<file path="config.mk">
export PLATFORM = sky130hd
export DESIGN_NAME = writeback_core
export DESIGN_NICKNAME = d
export VERILOG_FILES = /design/src/source/wb_pkg.sv /design/src/source/regfile_bank.sv /design/src/source/hilo_unit.sv /design/src/source/operand_read.sv /design/src/source/writeback_core.sv
export VERILOG_INCLUDE_DIRS = /design/src /design/src/source
export SDC_FILE = /design/constraint.sdc
export NUM_CORES = 2
export LEC_CHECK = 0
export BUFFER_PORTS_ARGS = -buffer_cell sky130_fd_sc_hd__clkbuf_2
export CAP_MARGIN = 40
export CORE_AREA = 2 2 247 492
export DETAILED_ROUTE_END_ITERATION = 7
export DIE_AREA = 0 0 249 494
export GPL_TIMING_DRIVEN = 0
export PLACE_DENSITY_LB_ADDON = 0.15
export RECOVER_POWER = 25
export SYNTH_ARGS = -nofsm -noshare
export SYNTH_HDL_FRONTEND = slang
export SYNTH_HIERARCHICAL = 1
export SYNTH_SLANG_ARGS = --single-unit
</file>
<file path="constraint.sdc">
create_clock -name clk -period 4.8 [get_ports clk]
set_input_delay 0.24 -clock clk [delete_from_list [all_inputs] [get_ports clk]]
set_output_delay 0.24 -clock clk [all_outputs]
set_load 0.1 [all_outputs]
</file>
<file path="src/source/wb_params.svh">
`ifndef WB_PARAMS_SVH
`define WB_PARAMS_SVH

// word and product widths
`define WB_DATA_W       32
`define WB_HILO_W       64

// general register file geometry
`define WB_REG_ADDR_W   5
`define WB_NUM_REGS     32

// content of every gpr, hi and lo out of reset
`define WB_RESET_VALUE  32'h0000_0000

// cycles from read strobe to response
`define WB_RD_LATENCY   1

`endif

</file>
<file path="src/source/wb_pkg.sv">
package wb_pkg;

    // action of one retiring lane
    typedef enum logic [2:0] {
        // lane idle this cycle
        RET_NONE = 3'd0,
        // gpr write at the lane address
        RET_REG  = 3'd1,
        // lane word into hi only
        RET_MTHI = 3'd2,
        // lane word into lo only
        RET_MTLO = 3'd3,
        // mult/div result, upper half to hi, lower half to lo
        RET_HILO = 3'd4,
        // {hi,lo} + product
        RET_MADD = 3'd5,
        // {hi,lo} - product, last legal encoding
        RET_MSUB = 3'd6
    } retire_op_t;

    // source of the registered read port
    typedef enum logic [1:0] {
        SRC_GPR = 2'd0,
        SRC_HI  = 2'd1,
        SRC_LO  = 2'd2
    } read_src_t;

endpackage

</file>
<file path="src/source/regfile_bank.sv">
`timescale 1ns/1ps

`include "wb_params.svh"

module regfile_bank (
    input  logic                      clk,
    input  logic                      reset,

    // retire lane 0, the younger slot
    input  wb_pkg::retire_op_t        i_op0,
    input  logic [`WB_REG_ADDR_W-1:0] i_wa0,
    input  logic [`WB_DATA_W-1:0]     i_wd0,

    // retire lane 1
    input  wb_pkg::retire_op_t        i_op1,
    input  logic [`WB_REG_ADDR_W-1:0] i_wa1,
    input  logic [`WB_DATA_W-1:0]     i_wd1,

    // forwarded read port
    input  logic [`WB_REG_ADDR_W-1:0] i_rd_addr,
    output logic [`WB_DATA_W-1:0]     o_gpr_data
);

    logic [`WB_DATA_W-1:0] regs [`WB_NUM_REGS];

    logic we0;
    logic we1;
    logic hit0;
    logic hit1;

    // only gpr retires touch the bank, r0 is hardwired
    assign we0 = (i_op0 == wb_pkg::RET_REG) && (i_wa0 != '0);
    assign we1 = (i_op1 == wb_pkg::RET_REG) && (i_wa1 != '0);

    // same-cycle write to the address being read
    assign hit0 = we0 && (i_wa0 == i_rd_addr);
    assign hit1 = we1 && (i_wa1 == i_rd_addr);

    always_ff @(posedge clk) begin
        if (reset) begin
            for (int i = 0; i < `WB_NUM_REGS; i++) begin
                regs[i] <= `WB_RESET_VALUE;
            end
        end else begin
            // lane 1 first so lane 0 lands last on a shared address
            if (we1) begin
                regs[i_wa1] <= i_wd1;
            end
            if (we0) begin
                regs[i_wa0] <= i_wd0;
            end
        end
    end

    // forward retiring data, lane 0 ahead of lane 1
    always_comb begin
        if (hit0) begin
            o_gpr_data = i_wd0;
        end else if (hit1) begin
            o_gpr_data = i_wd1;
        end else begin
            o_gpr_data = regs[i_rd_addr];
        end
    end

    // r0 never leaves its reset value, whatever the lanes retire
    a_reg0_zero: assert property (
        @(posedge clk) disable iff (reset)
        regs[0] == `WB_RESET_VALUE
    ) else $error("regfile_bank: register 0 holds %h", regs[0]);

endmodule

</file>
<file path="src/source/hilo_unit.sv">
`timescale 1ns/1ps

`include "wb_params.svh"

module hilo_unit (
    input  logic                   clk,
    input  logic                   reset,

    // retire lane 0, the younger slot
    input  wb_pkg::retire_op_t     i_op0,
    input  logic [`WB_DATA_W-1:0]  i_wd0,
    input  logic [`WB_HILO_W-1:0]  i_prod0,

    // retire lane 1
    input  wb_pkg::retire_op_t     i_op1,
    input  logic [`WB_DATA_W-1:0]  i_wd1,
    input  logic [`WB_HILO_W-1:0]  i_prod1,

    // forwarded next values
    output logic [`WB_DATA_W-1:0]  o_hi,
    output logic [`WB_DATA_W-1:0]  o_lo
);

    logic [`WB_DATA_W-1:0]  hi_q;
    logic [`WB_DATA_W-1:0]  lo_q;
    logic [`WB_HILO_W-1:0]  stored_pair;

    // per-lane views, index is the lane number
    wb_pkg::retire_op_t     lane_op   [2];
    logic [`WB_DATA_W-1:0]  lane_wd   [2];
    logic [`WB_HILO_W-1:0]  lane_prod [2];
    logic [`WB_DATA_W-1:0]  hi_cand   [2];
    logic [`WB_DATA_W-1:0]  lo_cand   [2];
    logic [1:0]             hi_we;
    logic [1:0]             lo_we;

    logic [`WB_DATA_W-1:0]  hi_next;
    logic [`WB_DATA_W-1:0]  lo_next;

    assign lane_op[0]   = i_op0;
    assign lane_op[1]   = i_op1;
    assign lane_wd[0]   = i_wd0;
    assign lane_wd[1]   = i_wd1;
    assign lane_prod[0] = i_prod0;
    assign lane_prod[1] = i_prod1;

    // both lanes accumulate on the pair held before this cycle
    assign stored_pair = {hi_q, lo_q};

    // candidates and half enables of each lane
    always_comb begin
        for (int i = 0; i < 2; i++) begin
            hi_we[i]   = 1'b0;
            lo_we[i]   = 1'b0;
            hi_cand[i] = lane_prod[i][`WB_HILO_W-1:`WB_DATA_W];
            lo_cand[i] = lane_prod[i][`WB_DATA_W-1:0];
            case (lane_op[i])
                wb_pkg::RET_MTHI: begin
                    hi_we[i]   = 1'b1;
                    hi_cand[i] = lane_wd[i];
                end
                wb_pkg::RET_MTLO: begin
                    lo_we[i]   = 1'b1;
                    lo_cand[i] = lane_wd[i];
                end
                wb_pkg::RET_HILO: begin
                    hi_we[i] = 1'b1;
                    lo_we[i] = 1'b1;
                end
                wb_pkg::RET_MADD: begin
                    hi_we[i] = 1'b1;
                    lo_we[i] = 1'b1;
                    {hi_cand[i], lo_cand[i]} = stored_pair + lane_prod[i];
                end
                wb_pkg::RET_MSUB: begin
                    hi_we[i] = 1'b1;
                    lo_we[i] = 1'b1;
                    {hi_cand[i], lo_cand[i]} = stored_pair - lane_prod[i];
                end
                default: begin
                end
            endcase
        end
    end

    // lane 1 applied first, lane 0 overrides per half
    always_comb begin
        hi_next = hi_q;
        lo_next = lo_q;
        for (int i = 1; i >= 0; i--) begin
            if (hi_we[i]) begin
                hi_next = hi_cand[i];
            end
            if (lo_we[i]) begin
                lo_next = lo_cand[i];
            end
        end
    end

    always_ff @(posedge clk) begin
        if (reset) begin
            hi_q <= `WB_RESET_VALUE;
            lo_q <= `WB_RESET_VALUE;
        end else begin
            hi_q <= hi_next;
            lo_q <= lo_next;
        end
    end

    assign o_hi = hi_next;
    assign o_lo = lo_next;

    // msub is the highest encoding, anything above is a corrupt retire
    a_legal_op: assert property (
        @(posedge clk) disable iff (reset)
        (i_op0 <= wb_pkg::RET_MSUB) && (i_op1 <= wb_pkg::RET_MSUB)
    ) else $error("hilo_unit: illegal retire op %0d / %0d", i_op0, i_op1);

endmodule

</file>
<file path="src/source/operand_read.sv">
`timescale 1ns/1ps

`include "wb_params.svh"

module operand_read (
    input  logic                   clk,
    input  logic                   reset,

    // single-cycle read strobe
    input  logic                   i_rd_en,
    input  wb_pkg::read_src_t      i_rd_src,

    // forwarded words from the bank and hi/lo
    input  logic [`WB_DATA_W-1:0]  i_gpr_data,
    input  logic [`WB_DATA_W-1:0]  i_hi,
    input  logic [`WB_DATA_W-1:0]  i_lo,

    // registered response
    output logic                   o_rd_valid,
    output logic [`WB_DATA_W-1:0]  o_rd_data
);

    logic [`WB_DATA_W-1:0] sel_data;

    // unused encoding falls back to the gpr
    always_comb begin
        case (i_rd_src)
            wb_pkg::SRC_HI: begin
                sel_data = i_hi;
            end
            wb_pkg::SRC_LO: begin
                sel_data = i_lo;
            end
            default: begin
                sel_data = i_gpr_data;
            end
        endcase
    end

    always_ff @(posedge clk) begin
        if (reset) begin
            o_rd_valid <= 1'b0;
        end else begin
            o_rd_valid <= i_rd_en;
        end
    end

    // data holds between responses
    always_ff @(posedge clk) begin
        if (reset) begin
            o_rd_data <= `WB_RESET_VALUE;
        end else if (i_rd_en) begin
            o_rd_data <= sel_data;
        end
    end

    // one response per strobe at the fixed latency
    a_rd_resp: assert property (
        @(posedge clk) disable iff (reset)
        i_rd_en |-> ##`WB_RD_LATENCY o_rd_valid
    ) else $error("operand_read: strobe without response");

endmodule

</file>
<file path="src/source/writeback_core.sv">
`timescale 1ns/1ps

`include "wb_params.svh"

module writeback_core (
    input  logic                      clk,
    input  logic                      reset,

    // retire lane 0, wins on a shared target
    input  wb_pkg::retire_op_t        i_op0,
    input  logic [`WB_REG_ADDR_W-1:0] i_wa0,
    input  logic [`WB_DATA_W-1:0]     i_wd0,
    input  logic [`WB_HILO_W-1:0]     i_prod0,

    // retire lane 1
    input  wb_pkg::retire_op_t        i_op1,
    input  logic [`WB_REG_ADDR_W-1:0] i_wa1,
    input  logic [`WB_DATA_W-1:0]     i_wd1,
    input  logic [`WB_HILO_W-1:0]     i_prod1,

    // read request
    input  logic                      i_rd_en,
    input  wb_pkg::read_src_t         i_rd_src,
    input  logic [`WB_REG_ADDR_W-1:0] i_rd_addr,

    // read response
    output logic                      o_rd_valid,
    output logic [`WB_DATA_W-1:0]     o_rd_data
);

    logic [`WB_DATA_W-1:0] gpr_data;
    logic [`WB_DATA_W-1:0] hi_data;
    logic [`WB_DATA_W-1:0] lo_data;

    // general registers, gpr retires only
    regfile_bank u_regfile_bank (
        .clk        (clk),
        .reset      (reset),
        .i_op0      (i_op0),
        .i_wa0      (i_wa0),
        .i_wd0      (i_wd0),
        .i_op1      (i_op1),
        .i_wa1      (i_wa1),
        .i_wd1      (i_wd1),
        .i_rd_addr  (i_rd_addr),
        .o_gpr_data (gpr_data)
    );

    // hi/lo moves, products and accumulates
    hilo_unit u_hilo_unit (
        .clk     (clk),
        .reset   (reset),
        .i_op0   (i_op0),
        .i_wd0   (i_wd0),
        .i_prod0 (i_prod0),
        .i_op1   (i_op1),
        .i_wd1   (i_wd1),
        .i_prod1 (i_prod1),
        .o_hi    (hi_data),
        .o_lo    (lo_data)
    );

    operand_read u_operand_read (
        .clk        (clk),
        .reset      (reset),
        .i_rd_en    (i_rd_en),
        .i_rd_src   (i_rd_src),
        .i_gpr_data (gpr_data),
        .i_hi       (hi_data),
        .i_lo       (lo_data),
        .o_rd_valid (o_rd_valid),
        .o_rd_data  (o_rd_data)
    );

endmodule

</file>
==> results.md, run 1 <==
- The run stopped with a tool error.
- It got as far as 5_1_grt and failed there.
- The first error in the log reads "[ERROR GRT-0116] Global routing finished with congestion. Check the congestion regions in the DRC Viewer".
- The async set or reset register ratio after synthesis is 0.
- 251 I/O pins were placed.
- In this run, synthesis inferred 1024 flip-flops with an integrated enable.
- For this run, the register share of the synthesized area comes to 0.432.
- The first global-routing pass estimated 829 mm of wire.
- The setup slack after placement is -0.942 ns.
- The number of buffers created by CTS is 86.
- The maximum number of pins on one net before global-route repair is 25.
- The post-synthesis instance total is 7237.
- The count of buffers from port buffering is 241.
- For this run the aggregate overflow at the end of global routing stands at 5241.
- The synthesized area divided by synthesized cell count is 10.5 sq um.
- Counting distinct cell types in the post-synthesis netlist gives 105.
- Yosys printed 6 warnings.
- In the synthesized netlist the dominant register cell turns out to be sky130_fd_sc_hd__edfxtp_1.
- Summing every instance area after synthesis gives 0.0758 sq mm.
- The count of state elements after synthesis is 1121.
- The overall global routing resource usage is 0.898.
- Counting every sink on the clock net gives 1121.
- Counting along the longest clock path gives a buffer depth of 3.
- CTS placed an instance of sky130_fd_sc_hd__clkbuf_16 at the clock tree root.
- The initial utilization of the core area, before any placement, comes to 0.637.
- At the end of routability-driven placement, the weighted congestion stood at 1.28.
- The half-perimeter wire length after placement is 340 mm.
- From bottom edge to top edge, the die measures 494 um.
- The via count of the first global-routing pass is 98.5k.
- CTS built an H-tree with a depth of 3.
- Measured along the x axis, the die boundary spans 249 um.
- In this run the core area contains 179 standard-cell rows.
stage by stage:
stage	utilization	std cells	hold WS (ns)	area [sq um]	TNS, ns
floorplan	-	7268	0.445	75900	0
CTS	0.715	9421	0.00103	85100	-0.0412
detailed placement	0.686	9243	0.538	81600	-13.27
global placement	0.664	9047	0.524	79000	-2021.42
timing repair:
| item | 4_1_cts |
|---|---|
| endpoints found under the hold margin | 12 |
| pin swaps | 9 |
| resized for setup | 74 |
| setup buffers | 13 |
| hold buffers | 8 |
| endpoints found under the setup margin | 41 |
kinds of logic after synthesis:
group | after synthesis | share of synthesized area
adder cells (fa/ha/maj) | 259 | 0.0432
flip-flops | 1121 | 0.432
buffers and inverters | 1052 | 0.0561
other | 1 | 0.0000495
AND/OR/NAND/NOR | 1611 | 0.104
XOR/XNOR | 107 | 0.0124
multiplexers | 331 | 0.0862
AO/OA/AOI/OAI | 2755 | 0.266
per-layer routing:
layer / GRT usage / GRT overflow
met4: 1.01 / 1420
met5: 0.388 / 15
met1: 0.817 / 60
met2: 1.11 / 3634
met3: 0.734 / 112
synthesized netlist by cell type (97+ instances only):
| master | number | area (sq um) |
|---|---|---|
| sky130_fd_sc_hd__nor2_1 | 439 | 1650 |
| sky130_fd_sc_hd__ha_1 | 255 | 3190 |
| sky130_fd_sc_hd__inv_1 | 292 | 1100 |
| sky130_fd_sc_hd__buf_2 | 139 | 696 |
| sky130_fd_sc_hd__edfxtp_1 | 1024 | 30700 |
| sky130_fd_sc_hd__nand2_1 | 463 | 1740 |
| sky130_fd_sc_hd__nand3_1 | 119 | 596 |
| sky130_fd_sc_hd__a22o_1 | 931 | 8150 |
| sky130_fd_sc_hd__o21ai_0 | 384 | 1920 |
| sky130_fd_sc_hd__clkbuf_1 | 556 | 2090 |
| sky130_fd_sc_hd__a21oi_1 | 482 | 2410 |
| sky130_fd_sc_hd__mux4_2 | 257 | 5790 |
| sky130_fd_sc_hd__nor3_1 | 138 | 691 |
| sky130_fd_sc_hd__dfxtp_1 | 97 | 1940 |
| sky130_fd_sc_hd__o22ai_1 | 127 | 795 |
==> run 2: changes to the inputs <==
CORE_AREA = 2 2 439 441   (was 2 2 247 492)
DIE_AREA = 0 0 441 443   (was 0 0 249 494)
==> run 2 against run 1 <==
  * The flow now finishes, with violations (DRC, capacitance limit, slew limit, setup timing)
  * Synthesized cell count unchanged
  * Area after synthesis unchanged
==> results.md, run 2 <==
- Data on the critical path arrives at its endpoint at 5.60 ns.
- Entering global routing, the biggest net connects 26 pins.
- The setup slack after placement was -1.15 ns (-0.204 ns).
- The fraction of post-synthesis cell area in the top cell type by area came to 0.406 (unchanged).
- The largest buffer count on any clock path is 3 (unchanged).
- The total overflow left after global routing is 0.
- By area the synthesized netlist is led by sky130_fd_sc_hd__edfxtp_1 (41%), sky130_fd_sc_hd__a22o_1 (11%), sky130_fd_sc_hd__mux4_2 (7.6%).
- In the layout the commonest cells are sky130_fd_sc_hd__edfxtp_1 (1024), sky130_fd_sc_hd__a22o_1 (931), sky130_fd_sc_hd__clkbuf_1 (645), sky130_fd_sc_hd__nand2_1 (462), sky130_fd_sc_hd__a21oi_1 (458).
- In this run the standard cell core region covers 0.191 sq mm.
- The number of enable flip-flop cells after synthesis was 1024 (unchanged).
- The detailed router placed 72.9k vias in this run.
- The number of slew-limit violations in the final report is 32.
- The clock sink total is 1121 (unchanged).
- On the worst path, the slowest cell contributes a delay of 0.64 ns.
- The most used flip-flop cell after synthesis is sky130_fd_sc_hd__edfxtp_1.
- The slowest stage of the critical path belongs to the cell sky130_fd_sc_hd__or4_1.
- The library cell used most frequently in the layout, excluding fill and tap cells, is sky130_fd_sc_hd__edfxtp_1.
- The count of warnings emitted by yosys was 6 (unchanged).
- The first global-routing pass estimated 587 mm of wire.
- In this run, the number of DRC markers left after iteration 0 of detailed routing was 9794.
- The cell accounting for the most synthesized area is sky130_fd_sc_hd__edfxtp_1.
- The setup-violating endpoint count in the final report is 8.
- STA classifies the critical path startpoint as a flip-flop.
- The half-perimeter wire length after placement is 344 mm (+1.1%).
- The critical path data required time is 5.45 ns.
- The start-to-end type of the worst setup path is reg2reg.
- The synthesized-area fraction occupied by and/or/nand/nor cells is 0.104 (unchanged).
- Wires add up to 440 mm.
- The hold path startpoint is i_prod0[56].
- Of the cells placed in the final design, the portion with a size suffix greater than 1 is 0.158.
- On the final layout, the worst clock skew is 0.0418 ns.
- The post-synthesis instance total is 7237 (unchanged).
- The minimum setup slack in the final design is -0.145 ns.
- The final count of hold timing violations is 0.
- The count of buffers from port buffering is 241 (unchanged).
- The worst voltage drop across the vdd grid is 0.273 mV.
- Dividing the detail-routed wire length by the instance count gives 41.9 um.
- The area added between synthesis and finish is 15.7%.
- The placed instance count is 10.2k (+10%).
- The number of max-capacitance violations reported is 3.
- The fraction of the mapped netlist area in adder cells is 0.0432 (unchanged).
- The post-synthesis compound-gate area fraction is 0.266 (unchanged).
- The flow ran to the end, but the final reports show violations.
- The checks that failed: DRC, capacitance limit, slew limit, setup timing.
- The I/O pin count is 251 (unchanged).
- The startpoint identified for the worst register-to-register timing path is u_hilo_unit/lo_q[15].
- The tree is rooted in a sky130_fd_sc_hd__clkbuf_16.
- The path class of the tightest hold or removal check is in2reg.
- Setup slack on the worst reg-to-reg path comes out at -0.14 ns.
- The kind of capture point of the worst setup path is a flip-flop.
- Across every metal layer, demand over resource in global routing totals 0.439.
- Counting instances in the post-synthesis netlist gives the leading cell types as sky130_fd_sc_hd__edfxtp_1 (1024), sky130_fd_sc_hd__a22o_1 (931), sky130_fd_sc_hd__clkbuf_1 (556).
- The netlist area before placement is 0.0758 sq mm (unchanged).
- The register with the most flip-flops in the layout has 1024 of them.
- The pin slew with the least headroom to its limit is 1.63 ns.
- The CTS tree is built.
- Counting instances, the worst hold path has a depth of 3.
- The cell area power density is 341 mW/mm^2.
- The analysis attributes to cell leakage a power of 0.0314 uW.
- The number of rows in the core area is 161 (-10%).
- The horizontal die dimension is 441 um (+77%).
- The number of remaining DRC errors is 3.
- By instance count, the leading cell after synthesis is sky130_fd_sc_hd__edfxtp_1.
- The die area is 0.195 sq mm.
- The number of buffers created by CTS is 119 (+38%).
- The die height is 443 um (-10%).
- The count of state elements after synthesis is 1121 (unchanged).
- Measured against its own limit, the worst slew margin works out to -0.0957.
- The number of nets in the finished design is 8292.
- The worst register-to-register path has a depth of 14.
- The synthesized area divided by synthesized cell count was 10.5 sq um (unchanged).
- In this run the worst setup path begins at u_hilo_unit/lo_q[15].
- The multiplexer share of the synthesized area came to 0.0862 (unchanged).
- The fraction of the yosys area taken by sequential cells is 0.432 (unchanged).
- The count of nets left with antenna violations after detail routing is 0.
- The shortest period the worst path allows is 4.94 ns.
- The largest fanout on the critical path is 9.
- Setup repair after global routing could not meet its margin everywhere.
- The via count of the first global-routing pass is 69.6k.
- The async set or reset register ratio after synthesis is 0 (unchanged).
- The combinational family with the most area after synthesis is compound AO/OA/AOI/OAI gates.
- The number of H-tree levels is 3 (unchanged).
- Based on the critical path, the design can be clocked at up to 202 MHz.
- The endpoint of the worst register-to-register path is u_operand_read/o_rd_data[6].
- The distinct cell type count of the synthesized netlist is 105 (unchanged).
- The latest clock arrival within the worst-skew pair is 0.77 ns.
- The starting density of the core is 0.396 (-0.241).
- The critical path goes through ha_1 > buf_2 > a21oi_1 > o21ai_0 > a211oi_1 > o21ai_4 > a31o_2 > a21oi_2 > o21bai_1 > xnor2_1 > nor2_1 > or4_1 > a221oi_4 > nor3_2.
- The fraction of synthesized cell area in xor and xnor cells is 0.0124 (unchanged).
- After detailed routing, the number of vias per cell comes to 6.95.
- The finished layout holds 10.5k standard cells, fillers aside.
- The clock input transition at the sequential cells of the worst setup and hold paths is 0.07 ns.
- Dividing the final minimum period by the clock period gives 1.03.
- The number of search-and-repair iterations in the first detailed-routing pass is 8.
- For hold timing, the worst endpoint is u_hilo_unit/hi_q[24].
- The number of antenna violations at the first check in global routing is 61.
- The final estimated routing congestion in global placement is 1.08 (-16%).
- The most flop-heavy register is u_regfile_bank/regs.
==> run 2: cell counts after synthesis <==
No cell type changed its count.
==> run 2: metrics by stage <==
stage           util  hold WS (ns)  total power (uW)   TNS, ns  instance area, sq um
2_1_floorplan      -         0.445             16200         0                 75900
3_3_place_gp   0.420         0.710             19900  -2328.24                 80200
3_5_place_dp   0.433         0.707             20000    -28.72                 82800
4_1_cts        0.457        0.0188             29400  -0.00398                 87300
5_1_grt        0.458        0.0372             30500    -0.322                 87500
6_report       0.458        0.0430             29900    -0.603                 87600
==> run 2: what timing repair did <==
action                                  in CTS  in global routing
hold buffers                                 3                  1
buffers inserted                             8                 13
resized for setup                          142                 95
hold endpoints to repair                     7                  1
pin swaps                                   12                 13
endpoints found under the setup margin      62                 34
==> run 2: final cells by class <==
cell class	instances	area, sq um
Antenna cell	50	125
Fill cell	18300	104000
Tap cell	2526	3160
Multi-Input combinational cell	5095	39900
Timing Repair Buffer	429	3670
Sequential cell	1121	32800
Buffer	750	3030
Inverter	299	1130
Clock inverter	80	763
Clock buffer	145	3110
==> run 2: layer usage <==
metal,vias up,GRT usage,wire length (um)
met5,-,0,213
met3,1720,0.110,41700
met4,34,0.459,57700
li1,29700,-,-
met1,36200,0.485,147000
met2,5280,0.668,193000
==> run 2: kinds of logic (layout without fill, tap and decap cells) <==
logic type      Yosys count  in the layout
compound gates         2755           2755
xor+xnor                107            107
fa+ha+maj               259            259
buf+inv                1052           1703
flops                  1121           1121
mux                     331            331
other cells               1             82
simple gates           1611           1611
==> run 2: power breakdown <==
group	switching [uW]	total (uW)	internal, uW
Sequential	661	11900	11200
Combinational	6250	8740	2490
Clock	4100	9310	5200
Total	11000	29900	18900
==> run 2: how the worst max path moves through the flow <==
stage	slack, ns	to	cells after the start
floorplan	0.60	u_regfile_bank/regs[25][0]	5
global placement	-3.40	u_regfile_bank/regs[3][7]	6
detailed placement	-1.15	u_operand_read/o_rd_data[15]	15
CTS	-0.004	u_operand_read/o_rd_data[28]	16
global route	-0.08	u_operand_read/o_rd_data[7]	16
finish	-0.14	u_operand_read/o_rd_data[6]	14
==> run 2: critical path, delay by kind of cell (launching register included) <==
kind	cells	cell delay, ns
AO/OA/AOI/OAI	8	2.17
AND/OR/NAND/NOR	3	1.11
flip-flops	1	0.55
XOR/XNOR	1	0.50
adder cells (fa/ha/maj)	1	0.30
buffers and inverters	1	0.19
Power figures use the tool's default switching activity.
